==> src/rtl/tdes_pkg.sv <==
package tdes_pkg;

	////////////////////////////////////////
	// Data path widths
	////////////////////////////////////////

	localparam int HALF_W  = 64;
	localparam int BLOCK_W = 2 * HALF_W;
	localparam int LANE_W  = 16;

	typedef logic [HALF_W-1:0]  half_t;
	typedef logic [BLOCK_W-1:0] block_t;
	typedef logic [HALF_W-1:0]  key_t;
	typedef logic [LANE_W-1:0]  lane_t;

	////////////////////////////////////////
	// Round constants
	////////////////////////////////////////

	localparam int ROUNDS_PER_STAGE = 16;
	localparam int NUM_STAGES       = 3;

	// Rounds over all three stages
	localparam int TOTAL_ROUNDS = NUM_STAGES * ROUNDS_PER_STAGE;

endpackage

==> src/rtl/tdes_ctrl_pkg.sv <==
package tdes_ctrl_pkg;

	// Top level sequencing
	typedef enum logic [1:0] {
		SEQ_LOAD,
		SEQ_RUN,
		SEQ_FINISH,
		SEQ_HOLD
	} seq_state_t;

	// Stage order is DEC3, ENC2, DEC1
	typedef enum logic [1:0] {
		STAGE_DEC3,
		STAGE_ENC2,
		STAGE_DEC1
	} stage_t;

	typedef logic [$clog2(tdes_pkg::ROUNDS_PER_STAGE)-1:0] round_t;

endpackage

==> src/rtl/tdes_sequencer.sv <==
`timescale 1ns/1ps

module tdes_sequencer (
	input  logic                  clk,
	input  logic                  rst,
	output logic                  load,
	output logic                  run,
	output logic                  last_round,
	output logic                  finish,
	output tdes_ctrl_pkg::stage_t stage
);

	tdes_ctrl_pkg::seq_state_t state;
	tdes_ctrl_pkg::round_t     cnt;

	localparam tdes_ctrl_pkg::round_t LAST_CNT =
		tdes_ctrl_pkg::round_t'(tdes_pkg::ROUNDS_PER_STAGE - 1);

	always_ff @(posedge clk) begin
		if (rst) begin
			state <= tdes_ctrl_pkg::SEQ_LOAD;
			cnt   <= '0;
			stage <= tdes_ctrl_pkg::STAGE_DEC3;
		end else begin
			case (state)
				tdes_ctrl_pkg::SEQ_LOAD: begin
					state <= tdes_ctrl_pkg::SEQ_RUN;
					cnt   <= '0;
					stage <= tdes_ctrl_pkg::STAGE_DEC3;
				end
				tdes_ctrl_pkg::SEQ_RUN: begin
					cnt <= cnt + 1'b1;
					if (cnt == LAST_CNT) begin
						case (stage)
							tdes_ctrl_pkg::STAGE_DEC3: stage <= tdes_ctrl_pkg::STAGE_ENC2;
							tdes_ctrl_pkg::STAGE_ENC2: stage <= tdes_ctrl_pkg::STAGE_DEC1;
							default: state <= tdes_ctrl_pkg::SEQ_FINISH;
						endcase
					end
				end
				tdes_ctrl_pkg::SEQ_FINISH: begin
					state <= tdes_ctrl_pkg::SEQ_HOLD;
				end
				default: begin
					// Stays here until the next reset
					state <= tdes_ctrl_pkg::SEQ_HOLD;
				end
			endcase
		end
	end

	// Load only in the first cycle with rst low
	assign load       = !rst && (state == tdes_ctrl_pkg::SEQ_LOAD);
	assign run        = (state == tdes_ctrl_pkg::SEQ_RUN);
	assign last_round = run && (cnt == LAST_CNT);
	assign finish     = (state == tdes_ctrl_pkg::SEQ_FINISH);

	////////////////////////////////////////
	// Assertions
	////////////////////////////////////////

	a_load_then_run: assert property (@(posedge clk) disable iff (rst)
		load |=> run && !load);

	// Finish arrives one edge after the last of all rounds
	a_finish_time: assert property (@(posedge clk) disable iff (rst)
		load |-> ##(tdes_pkg::TOTAL_ROUNDS + 1) finish);

	a_finish_once: assert property (@(posedge clk) disable iff (rst)
		finish |=> !finish && state == tdes_ctrl_pkg::SEQ_HOLD);

endmodule

==> src/rtl/tdes_key_schedule.sv <==
`timescale 1ns/1ps

module tdes_key_schedule (
	input  logic                  clk,
	input  logic                  load,
	input  logic                  run,
	input  logic                  last_round,
	input  tdes_ctrl_pkg::stage_t stage,
	input  tdes_pkg::key_t        ek1,
	input  tdes_pkg::key_t        ek2,
	input  tdes_pkg::key_t        ek3,
	output tdes_pkg::key_t        round_key
);

	// One step of the lane mixing, a3 is the top lane
	function automatic tdes_pkg::key_t step_key(input tdes_pkg::key_t a);
		tdes_pkg::lane_t a0;
		tdes_pkg::lane_t a1;
		tdes_pkg::lane_t a2;
		tdes_pkg::lane_t a3;
		a0 = a[0*tdes_pkg::LANE_W +: tdes_pkg::LANE_W];
		a1 = a[1*tdes_pkg::LANE_W +: tdes_pkg::LANE_W];
		a2 = a[2*tdes_pkg::LANE_W +: tdes_pkg::LANE_W];
		a3 = a[3*tdes_pkg::LANE_W +: tdes_pkg::LANE_W];
		return {a1 ^ a0 ^ a3, a2 ^ a3, a1 ^ a2, a1 ^ a0};
	endfunction

	always_ff @(posedge clk) begin
		if (load) begin
			round_key <= ek3;
		end else if (run) begin
			if (last_round) begin
				// Next stage starts from its own key
				case (stage)
					tdes_ctrl_pkg::STAGE_DEC3: round_key <= ek2;
					tdes_ctrl_pkg::STAGE_ENC2: round_key <= ek1;
					default: round_key <= round_key;
				endcase
			end else begin
				round_key <= step_key(round_key);
			end
		end
	end

	// No reload or step after the final stage
	a_no_reload_after_dec1: assert property (@(posedge clk)
		(last_round && stage == tdes_ctrl_pkg::STAGE_DEC1) |-> run ##1 !run);

endmodule

==> src/rtl/tdes_feistel_round.sv <==
`timescale 1ns/1ps

module tdes_feistel_round (
	input  logic                  clk,
	input  logic                  load,
	input  logic                  run,
	input  tdes_ctrl_pkg::stage_t stage,
	input  tdes_pkg::block_t      ct,
	input  tdes_pkg::key_t        round_key,
	output tdes_pkg::block_t      block
);

	tdes_pkg::half_t l;
	tdes_pkg::half_t r;
	tdes_pkg::half_t l_next;
	tdes_pkg::half_t r_next;

	always_comb begin
		if (stage == tdes_ctrl_pkg::STAGE_ENC2) begin
			// Encrypt round
			l_next = r;
			r_next = l ^ r ^ round_key;
		end else begin
			// Decrypt round
			l_next = r ^ round_key ^ l;
			r_next = l;
		end
	end

	always_ff @(posedge clk) begin
		if (load) begin
			l <= ct[tdes_pkg::BLOCK_W-1 -: tdes_pkg::HALF_W];
			r <= ct[tdes_pkg::HALF_W-1:0];
		end else if (run) begin
			l <= l_next;
			r <= r_next;
		end
	end

	// Left half in the upper bits
	assign block = {l, r};

endmodule

==> src/rtl/tdes_result_capture.sv <==
`timescale 1ns/1ps

module tdes_result_capture (
	input  logic                  clk,
	input  logic                  rst,
	input  logic                  last_round,
	input  logic                  finish,
	input  tdes_ctrl_pkg::stage_t stage,
	input  tdes_pkg::key_t        round_key,
	input  tdes_pkg::block_t      block,
	output tdes_pkg::block_t      pt,
	output tdes_pkg::key_t        k1,
	output tdes_pkg::key_t        k2,
	output tdes_pkg::key_t        k3
);

	always_ff @(posedge clk) begin
		if (rst) begin
			pt <= '0;
			k1 <= '0;
			k2 <= '0;
			k3 <= '0;
		end else begin
			// Key of round 15 in each stage
			if (last_round) begin
				case (stage)
					tdes_ctrl_pkg::STAGE_DEC3: k3 <= round_key;
					tdes_ctrl_pkg::STAGE_ENC2: k2 <= round_key;
					default: k1 <= round_key;
				endcase
			end
			if (finish) begin
				pt <= block;
			end
		end
	end

	// Finish follows the last DEC1 round on the next edge, never with it
	a_finish_after_last: assert property (@(posedge clk) disable iff (rst)
		(last_round && stage == tdes_ctrl_pkg::STAGE_DEC1) |=> finish && !last_round);

endmodule

==> src/rtl/tdes_dec.sv <==
`timescale 1ns/1ps

module tdes_dec (
	input  logic             clk,
	input  logic             rst,
	input  tdes_pkg::key_t   ek1,
	input  tdes_pkg::key_t   ek2,
	input  tdes_pkg::key_t   ek3,
	input  tdes_pkg::block_t ct,
	output tdes_pkg::block_t pt,
	output tdes_pkg::key_t   k1,
	output tdes_pkg::key_t   k2,
	output tdes_pkg::key_t   k3
);

	logic                  load;
	logic                  run;
	logic                  last_round;
	logic                  finish;
	tdes_ctrl_pkg::stage_t stage;
	tdes_pkg::key_t        round_key;
	tdes_pkg::block_t      block;

	////////////////////////////////////////
	// Control
	////////////////////////////////////////

	tdes_sequencer seq0 (
		.clk        (clk),
		.rst        (rst),
		.load       (load),
		.run        (run),
		.last_round (last_round),
		.finish     (finish),
		.stage      (stage)
	);

	////////////////////////////////////////
	// Data path
	////////////////////////////////////////

	tdes_key_schedule keys0 (
		.clk        (clk),
		.load       (load),
		.run        (run),
		.last_round (last_round),
		.stage      (stage),
		.ek1        (ek1),
		.ek2        (ek2),
		.ek3        (ek3),
		.round_key  (round_key)
	);

	tdes_feistel_round round0 (
		.clk        (clk),
		.load       (load),
		.run        (run),
		.stage      (stage),
		.ct         (ct),
		.round_key  (round_key),
		.block      (block)
	);

	// Output registers
	tdes_result_capture cap0 (
		.clk        (clk),
		.rst        (rst),
		.last_round (last_round),
		.finish     (finish),
		.stage      (stage),
		.round_key  (round_key),
		.block      (block),
		.pt         (pt),
		.k1         (k1),
		.k2         (k2),
		.k3         (k3)
	);

endmodule

==> config.mk <==
export PLATFORM = sky130hd
export DESIGN_NAME = tdes_dec
export DESIGN_NICKNAME = d
export VERILOG_FILES = /design/src/rtl/tdes_pkg.sv /design/src/rtl/tdes_ctrl_pkg.sv /design/src/rtl/tdes_sequencer.sv /design/src/rtl/tdes_key_schedule.sv /design/src/rtl/tdes_feistel_round.sv /design/src/rtl/tdes_result_capture.sv /design/src/rtl/tdes_dec.sv
export SDC_FILE = /design/constraint.sdc
export NUM_CORES = 1
export LEC_CHECK = 0
export BUFFER_PORTS_ARGS = -buffer_cell sky130_fd_sc_hd__buf_2
export CAP_MARGIN = 30
export CELL_PAD_IN_SITES_DETAIL_PLACEMENT = 1
export CELL_PAD_IN_SITES_GLOBAL_PLACEMENT = 1
export CORE_AREA = 2 2 249 251
export CTS_CLUSTER_SIZE = 28
export DETAILED_ROUTE_END_ITERATION = 10
export DIE_AREA = 0 0 251 253
export PLACE_DENSITY = 0.78
export RECOVER_POWER = 100
export SYNTH_ARGS = -nofsm -noshare
export SYNTH_HDL_FRONTEND = slang
export SYNTH_SLANG_ARGS = --single-unit
==> constraint.sdc <==
create_clock -name clk -period 18.45 [get_ports clk]
set_input_delay 1.845 -clock clk [delete_from_list [all_inputs] [get_ports clk]]
set_output_delay 1.845 -clock clk [all_outputs]
set_load 0.005 [all_outputs]
== Word-level counts from Yosys, hierarchy flattened ==
Cells that the tools add are included.
Storage, ports and cells
  bits of input ports: 322
  bits in registers: 520
Operators by class
  reductions and logical operators: 14
  multiplexer cells: 17
  eq/ne operators: 8
  add/sub/neg operators: 1
  bitwise logic cells: 9
Operators with widths (count)
  64-bit 2-to-1 mux: 9
  64-bit bitwise XOR: 4
  64-bit case mux with 2 select lines: 1
  16-bit bitwise XOR: 4
  2-bit case mux with 2 select lines: 3
  2-bit AND reduction: 5
  4-bit case mux with 2 select lines: 1
  2-bit 2-to-1 mux: 3
  4-bit by 1-bit adder with 4-bit output, second input constant: 1
  2-bit by 1-bit equality test with 1-bit output, second input constant: 2
  4-bit equality test, second input constant: 1
  2-bit zero test: 2
  2-bit inequality test, second input constant: 2
  4-bit inequality test, second input constant: 1
  2-bit nonzero test: 2
  3-bit by 1-bit inequality test with 1-bit output, second input constant: 1
  3-bit AND reduction: 1
  2-bit equality test, second input constant: 1
  1-bit logical AND: 2
  2-bit OR reduction: 1
  1-bit zero test: 1
  1-bit inverter: 1

== Longest topological paths before layout ==
  depth after elaboration: 5
  mapped depth: 8
  mapped depth without buffers: 5

== By module ==
A second synthesis with hierarchy kept.
Unflattened totals
  cells, all modules: 2540
  area total of the unflattened synthesis: 25896.1 um2
By module, submodules not included
  tdes_result_capture: area each 12435.7 um2, sequential area each 6406.1 um2, instances 1, cells an instance 1188
  tdes_feistel_round: area each 7995.2 um2, sequential area each 3843.7 um2, instances 1, cells an instance 828
  tdes_key_schedule: area each 5102.4 um2, sequential area each 1921.8 um2, instances 1, cells an instance 482
  tdes_sequencer: area each 362.8 um2, sequential area each 160.2 um2, instances 1, cells an instance 42

== Worst setup path before layout ==
Ideal clock, no wire load.
  path kind: input -> register
  start point: input rst
  end point: register keys0.round_key[0], enable pin
  arrival time: 10270 ps
  data required time: 18021 ps
  path slack: 7751 ps
  stages on the path: 3
  path buffers: 1
  cell sequence: clkbuf_1 > a21oi_1 > and2_1
Between the ends
  word-level cells in the longest chain between the ends: 4
  elaborated cells between the ends (all ways): 5
  those cells by class: 1 x eq/ne; 4 x reduce/logical
Ends and longest elaborated chain
  from (decl): line tdes_dec.sv:5  | input logic rst,
  1-bit zero test *: line tdes_sequencer.sv:53  | assign load = !rst && (state == tdes_ctrl_pkg::SEQ_LOAD);
  1-bit logical AND *: line tdes_sequencer.sv:53
  4-bit inequality test (no source line) / 2-bit nonzero test (equally long branches)
  2-bit AND reduction (no source line) *
  to (signal assigned): line tdes_key_schedule.sv:30  | round_key <= ek3;
  to (signal assigned): line tdes_key_schedule.sv:35  | tdes_ctrl_pkg::STAGE_DEC3: round_key <= ek2;
  to (signal assigned): line tdes_key_schedule.sv:36  | tdes_ctrl_pkg::STAGE_ENC2: round_key <= ek1;
  to (decl): line tdes_key_schedule.sv:12  | output tdes_pkg::key_t round_key
Every way passes the cells marked *; elsewhere a longest branch is shown, timed or not.
A chain may end at the register's enable or synchronous reset.

== Final worst setup path ==
  start point: input rst
  end point: register round0.l[14], enable pin
Between the ends
  word-level cells in the longest chain between the ends: 3
Ends and longest elaborated chain
  1-bit zero test: line tdes_sequencer.sv:53
  1-bit logical AND: line tdes_sequencer.sv:53
  2-bit nonzero test (no source line)
  to (signal assigned): line tdes_feistel_round.sv:32  | l <= ct[tdes_pkg::BLOCK_W-1 -: tdes_pkg::HALF_W];
  to (signal assigned): line tdes_feistel_round.sv:35  | l <= l_next;
  to (decl): line tdes_feistel_round.sv:13  | tdes_pkg::half_t l;
No other way between the ends.

==> metrics list <==
- The top cell type by area accounts for 27.4% of the synthesized area.
- The number of failing hold endpoints at the final stage came to 0.
- For the final routed database, the setup TNS stands at 0 ns.
- Layout filler cell count: roughly 7500
- Hold buffer count at CTS: 0
* Total iterations of the first detailed-routing run: 5
- Number of placement rows: just over 90
- Residual DRC: 0
- Synthesis produced a netlist whose cell count is 2856.
- The number of different library cells used by synthesis comes to 34.
* Startpoint class of the critical path: input pin
- Post-detailed-route via-to-cell ratio: about 5.4
* Most used standard cell by instance count after synthesis: sky130_fd_sc_hd__nand2_1
- Clk sinks: 520
- Synth-to-Final Area Change: 21.2%
- Dividing the synthesized area by the synthesized cell count gives about 8.4 µm².
- For this run, the total global-route usage over all layers was measured as a little under a third.
- Data arrives at the worst endpoint at around 11 ns.
* Post-synthesis register bit count: 520
- Clock root cell: sky130_fd_sc_hd__clkbuf_16
* Combined area of the multi-input logic cells: 0.0106 mm²
- Post-Syn Nets: between 3000 and 4000
* Vertical extent of the die: between 200 and 300 µm
* Routed wire length: approximately 100 mm
- Class of the tightest hold or removal check: flop to flop
- Warnings, synthesis: 0
- Along the worst path, the maximum fanout reaches 94.
* Core box area: ~0.061 mm²
- After global routing the overflow that remains totals 0.
- Maximum operating frequency: 95.6 MHz
* Outcome: finished, violations left
- Across the routed clock network, the largest skew measured is between 0.02 and 0.025 ns.
- Resized cells post-CTS: 0
- Count of endpoints failing setup in the final report: 0
- The worst setup path is captured at a flop.
- Share of the yosys chip area belonging to registers: 51.5%
- Detailed-route wire length per cell: 24.2 µm
- In this run, CTS created clock tree buffers numbering 57.
- Total via count after detailed routing: ~23000
* Number of nets with antenna violations after routing: 0
* Fraction of registers with async set/reset: 0%
* Max Buffers Root-to-Sink: 3
- Critical path data required time: about 19 ns
- FF+latch area: 0.0123 mm²
* Final period util: 56.7%
- Placed instance area: between 0.02 and 0.03 mm²
- The congestion estimate from routability-driven global placement came to between 0.8 and 0.9.
- The floorplan step set the die width to about 250 µm.
- Post-route minimum period: 10.46 ns
- HPWL reported at the end of detailed placement: between 70 and 80 mm
- The cell area that synthesis handed to floorplanning was around 0.024 mm².
* Drt first-iter violations: roughly 1800
- Largest vdd supply drop: about 0.084 mV
- Entering global routing, the biggest net connects 270 pins.
- Cell accounting for the most synthesized area: sky130_fd_sc_hd__dfxtp_1
- Die ar.: approximately 0.064 mm²
- Dominant synthesized flop cell: sky130_fd_sc_hd__dfxtp_1
- In this run the count of I/O pins placed on the die edge is 642.
- Number of antenna violations at the first check in global routing: 25
- Setup repair after global routing left no endpoint under its margin.
- Power per cell area: 146 mW/mm²
- Core Util, Final: a little under half
* Number of max-slew violations in the final report: 621
- In this run the static leakage power is between 10 and 15 nW.
* Clock transition at the registers of the reported paths: about 0.060 ns
* Number of max-cap violations: 10
* Via count of the first global-routing pass: between 20000 and 25000
* Buffers on Ports: approximately 640
* Setup Crit Path Kind: input pin to flop
* Worst Max-Slew Pin Slew: 4.91 ns
- Skew-Pair Late Insertion Delay: between 0.6 and 0.7 ns
- The synthesized design contains 192 enable-type register cells.
- Worst-case headroom to the max-slew limit: -227%
* Synth top cells by count: sky130_fd_sc_hd__nand2_1 (963), sky130_fd_sc_hd__dfxtp_1 (328), sky130_fd_sc_hd__a21oi_1 (326), sky130_fd_sc_hd__xnor2_1 (272), sky130_fd_sc_hd__edfxtp_1 (192)
- The final reports fail on max-capacitance violations, max-slew violations.
- The first global-routing pass estimated around 150 mm of wire.
* Initial standard-cell utilization of the core: 39.2%
- After routing the design area is a little under 0.03 mm².
- Total Nets Final: 3652
- The H-tree generated during clock tree synthesis spans 2 levels.
- TritonCTS built the clock tree.
* # Post-CTS Setup Buffers: 0
- In the final layout, the share of cells above drive strength 1 is 15.2%.
- Top cells by area, synth: sky130_fd_sc_hd__dfxtp_1 (27%), sky130_fd_sc_hd__edfxtp_1 (24%), sky130_fd_sc_hd__nand2_1 (15%)
[registers in the layout, indices dropped and copies added (netlist names)]
name	flops
round0.r	64
seq0.stage	2
seq0.cnt	4
cap0.pt	128
round0.l	64
seq0.state	2
keys0.round_key	64
cap0.k1	64
cap0.k3	64
cap0.k2	64
[routing by layer]
| metal | track usage, % | routed length [µm] | vias up |
|---|---|---|---|
| met5 | 0 | 57 | - |
| met4 | 13.9 | 4490 | 8 |
| met3 | 6.72 | 8080 | 224 |
| met2 | 52.6 | 49400 | 974 |
| met1 | 37.9 | 39600 | 11300 |
| li1 | - | - | 10300 |
[cells by family after synthesis]
kind of cell / Yosys count / synth area share (%)
AO/OA/AOI/OAI: 539 / 12.2
XOR/XNOR: 320 / 11.7
adder cells (fa/ha/maj): 1 / 0.0523
buffers and inverters: 259 / 4.69
flip-flops: 520 / 51.5
multiplexers: 1 / 0.0418
AND/OR/NAND/NOR: 1216 / 19.8
[worst max-delay path, stage by stage]
cell and delay [ns]:
sky130_fd_sc_hd__clkbuf_1 1.69, sky130_fd_sc_hd__a21oi_4 0.67, sky130_fd_sc_hd__clkbuf_1 2.50, sky130_fd_sc_hd__clkbuf_1 1.48
sky130_fd_sc_hd__clkbuf_1 2.27
[per-stage QoR]
step           std cells  worst slack (ns)  total power, mW  hold slack (ns)
2_1_floorplan       2856              7.75             2.63            0.453
3_3_place_gp        4052             13.82             2.98            0.440
3_5_place_dp        4058             13.69             3.08            0.446
4_1_cts             4165             14.37             4.26            0.452
5_1_grt             4185              7.46             4.44            0.476
6_report            4193              7.99             4.24            0.457
[final cells by class]
cell class	instances	share of cell area (%)
Inverter	2	0.0259
Clock buffer	88	5.99
Timing Repair Buffer	671	11.0
Antenna cell	26	0.224
Sequential cell	520	42.5
Clock inverter	19	0.487
Tap cell	790	3.41
Multi-Input combinational cell	2077	36.4
[where the power goes]
part,internal [mW],switching [mW]
Clock,0.672,0.496
Combinational,0.563,0.547
Sequential,1.50,0.463
Total,2.74,1.51
[worst paths after layout]
kind	cells after the start	slack, ns	endpoint	startpoint
min	2	0.46	cap0.k1[3]$_SDFFE_PP0P_	cap0.k1[3]$_SDFFE_PP0P_
min reg2reg	2	0.46	cap0.k1[3]$_SDFFE_PP0P_	cap0.k1[3]$_SDFFE_PP0P_
max reg2reg	5	10.65	round0.l[14]$_DFFE_PP_	seq0.state[0]$_SDFFE_PP0P_
max	5	7.99	round0.l[14]$_DFFE_PP_	rst
[layout by cell type (no fill, tap or decap), types with 15 or more instances in the layout]
master and instances:
sky130_fd_sc_hd__a22o_1 16, sky130_fd_sc_hd__clkbuf_16 60, sky130_fd_sc_hd__and3_1 50, sky130_fd_sc_hd__buf_2 396, sky130_fd_sc_hd__diode_2 26, sky130_fd_sc_hd__xor2_1 48, sky130_fd_sc_hd__dfxtp_1 328, sky130_fd_sc_hd__o21ai_0 128
sky130_fd_sc_hd__edfxtp_1 192, sky130_fd_sc_hd__o31ai_1 48, sky130_fd_sc_hd__buf_4 15, sky130_fd_sc_hd__a31oi_1 17, sky130_fd_sc_hd__clkbuf_1 266, sky130_fd_sc_hd__nand2_1 962, sky130_fd_sc_hd__nor2_1 183, sky130_fd_sc_hd__a21oi_1 325
sky130_fd_sc_hd__xnor2_1 272
Note: power is estimated with default switching activity, not from simulation.
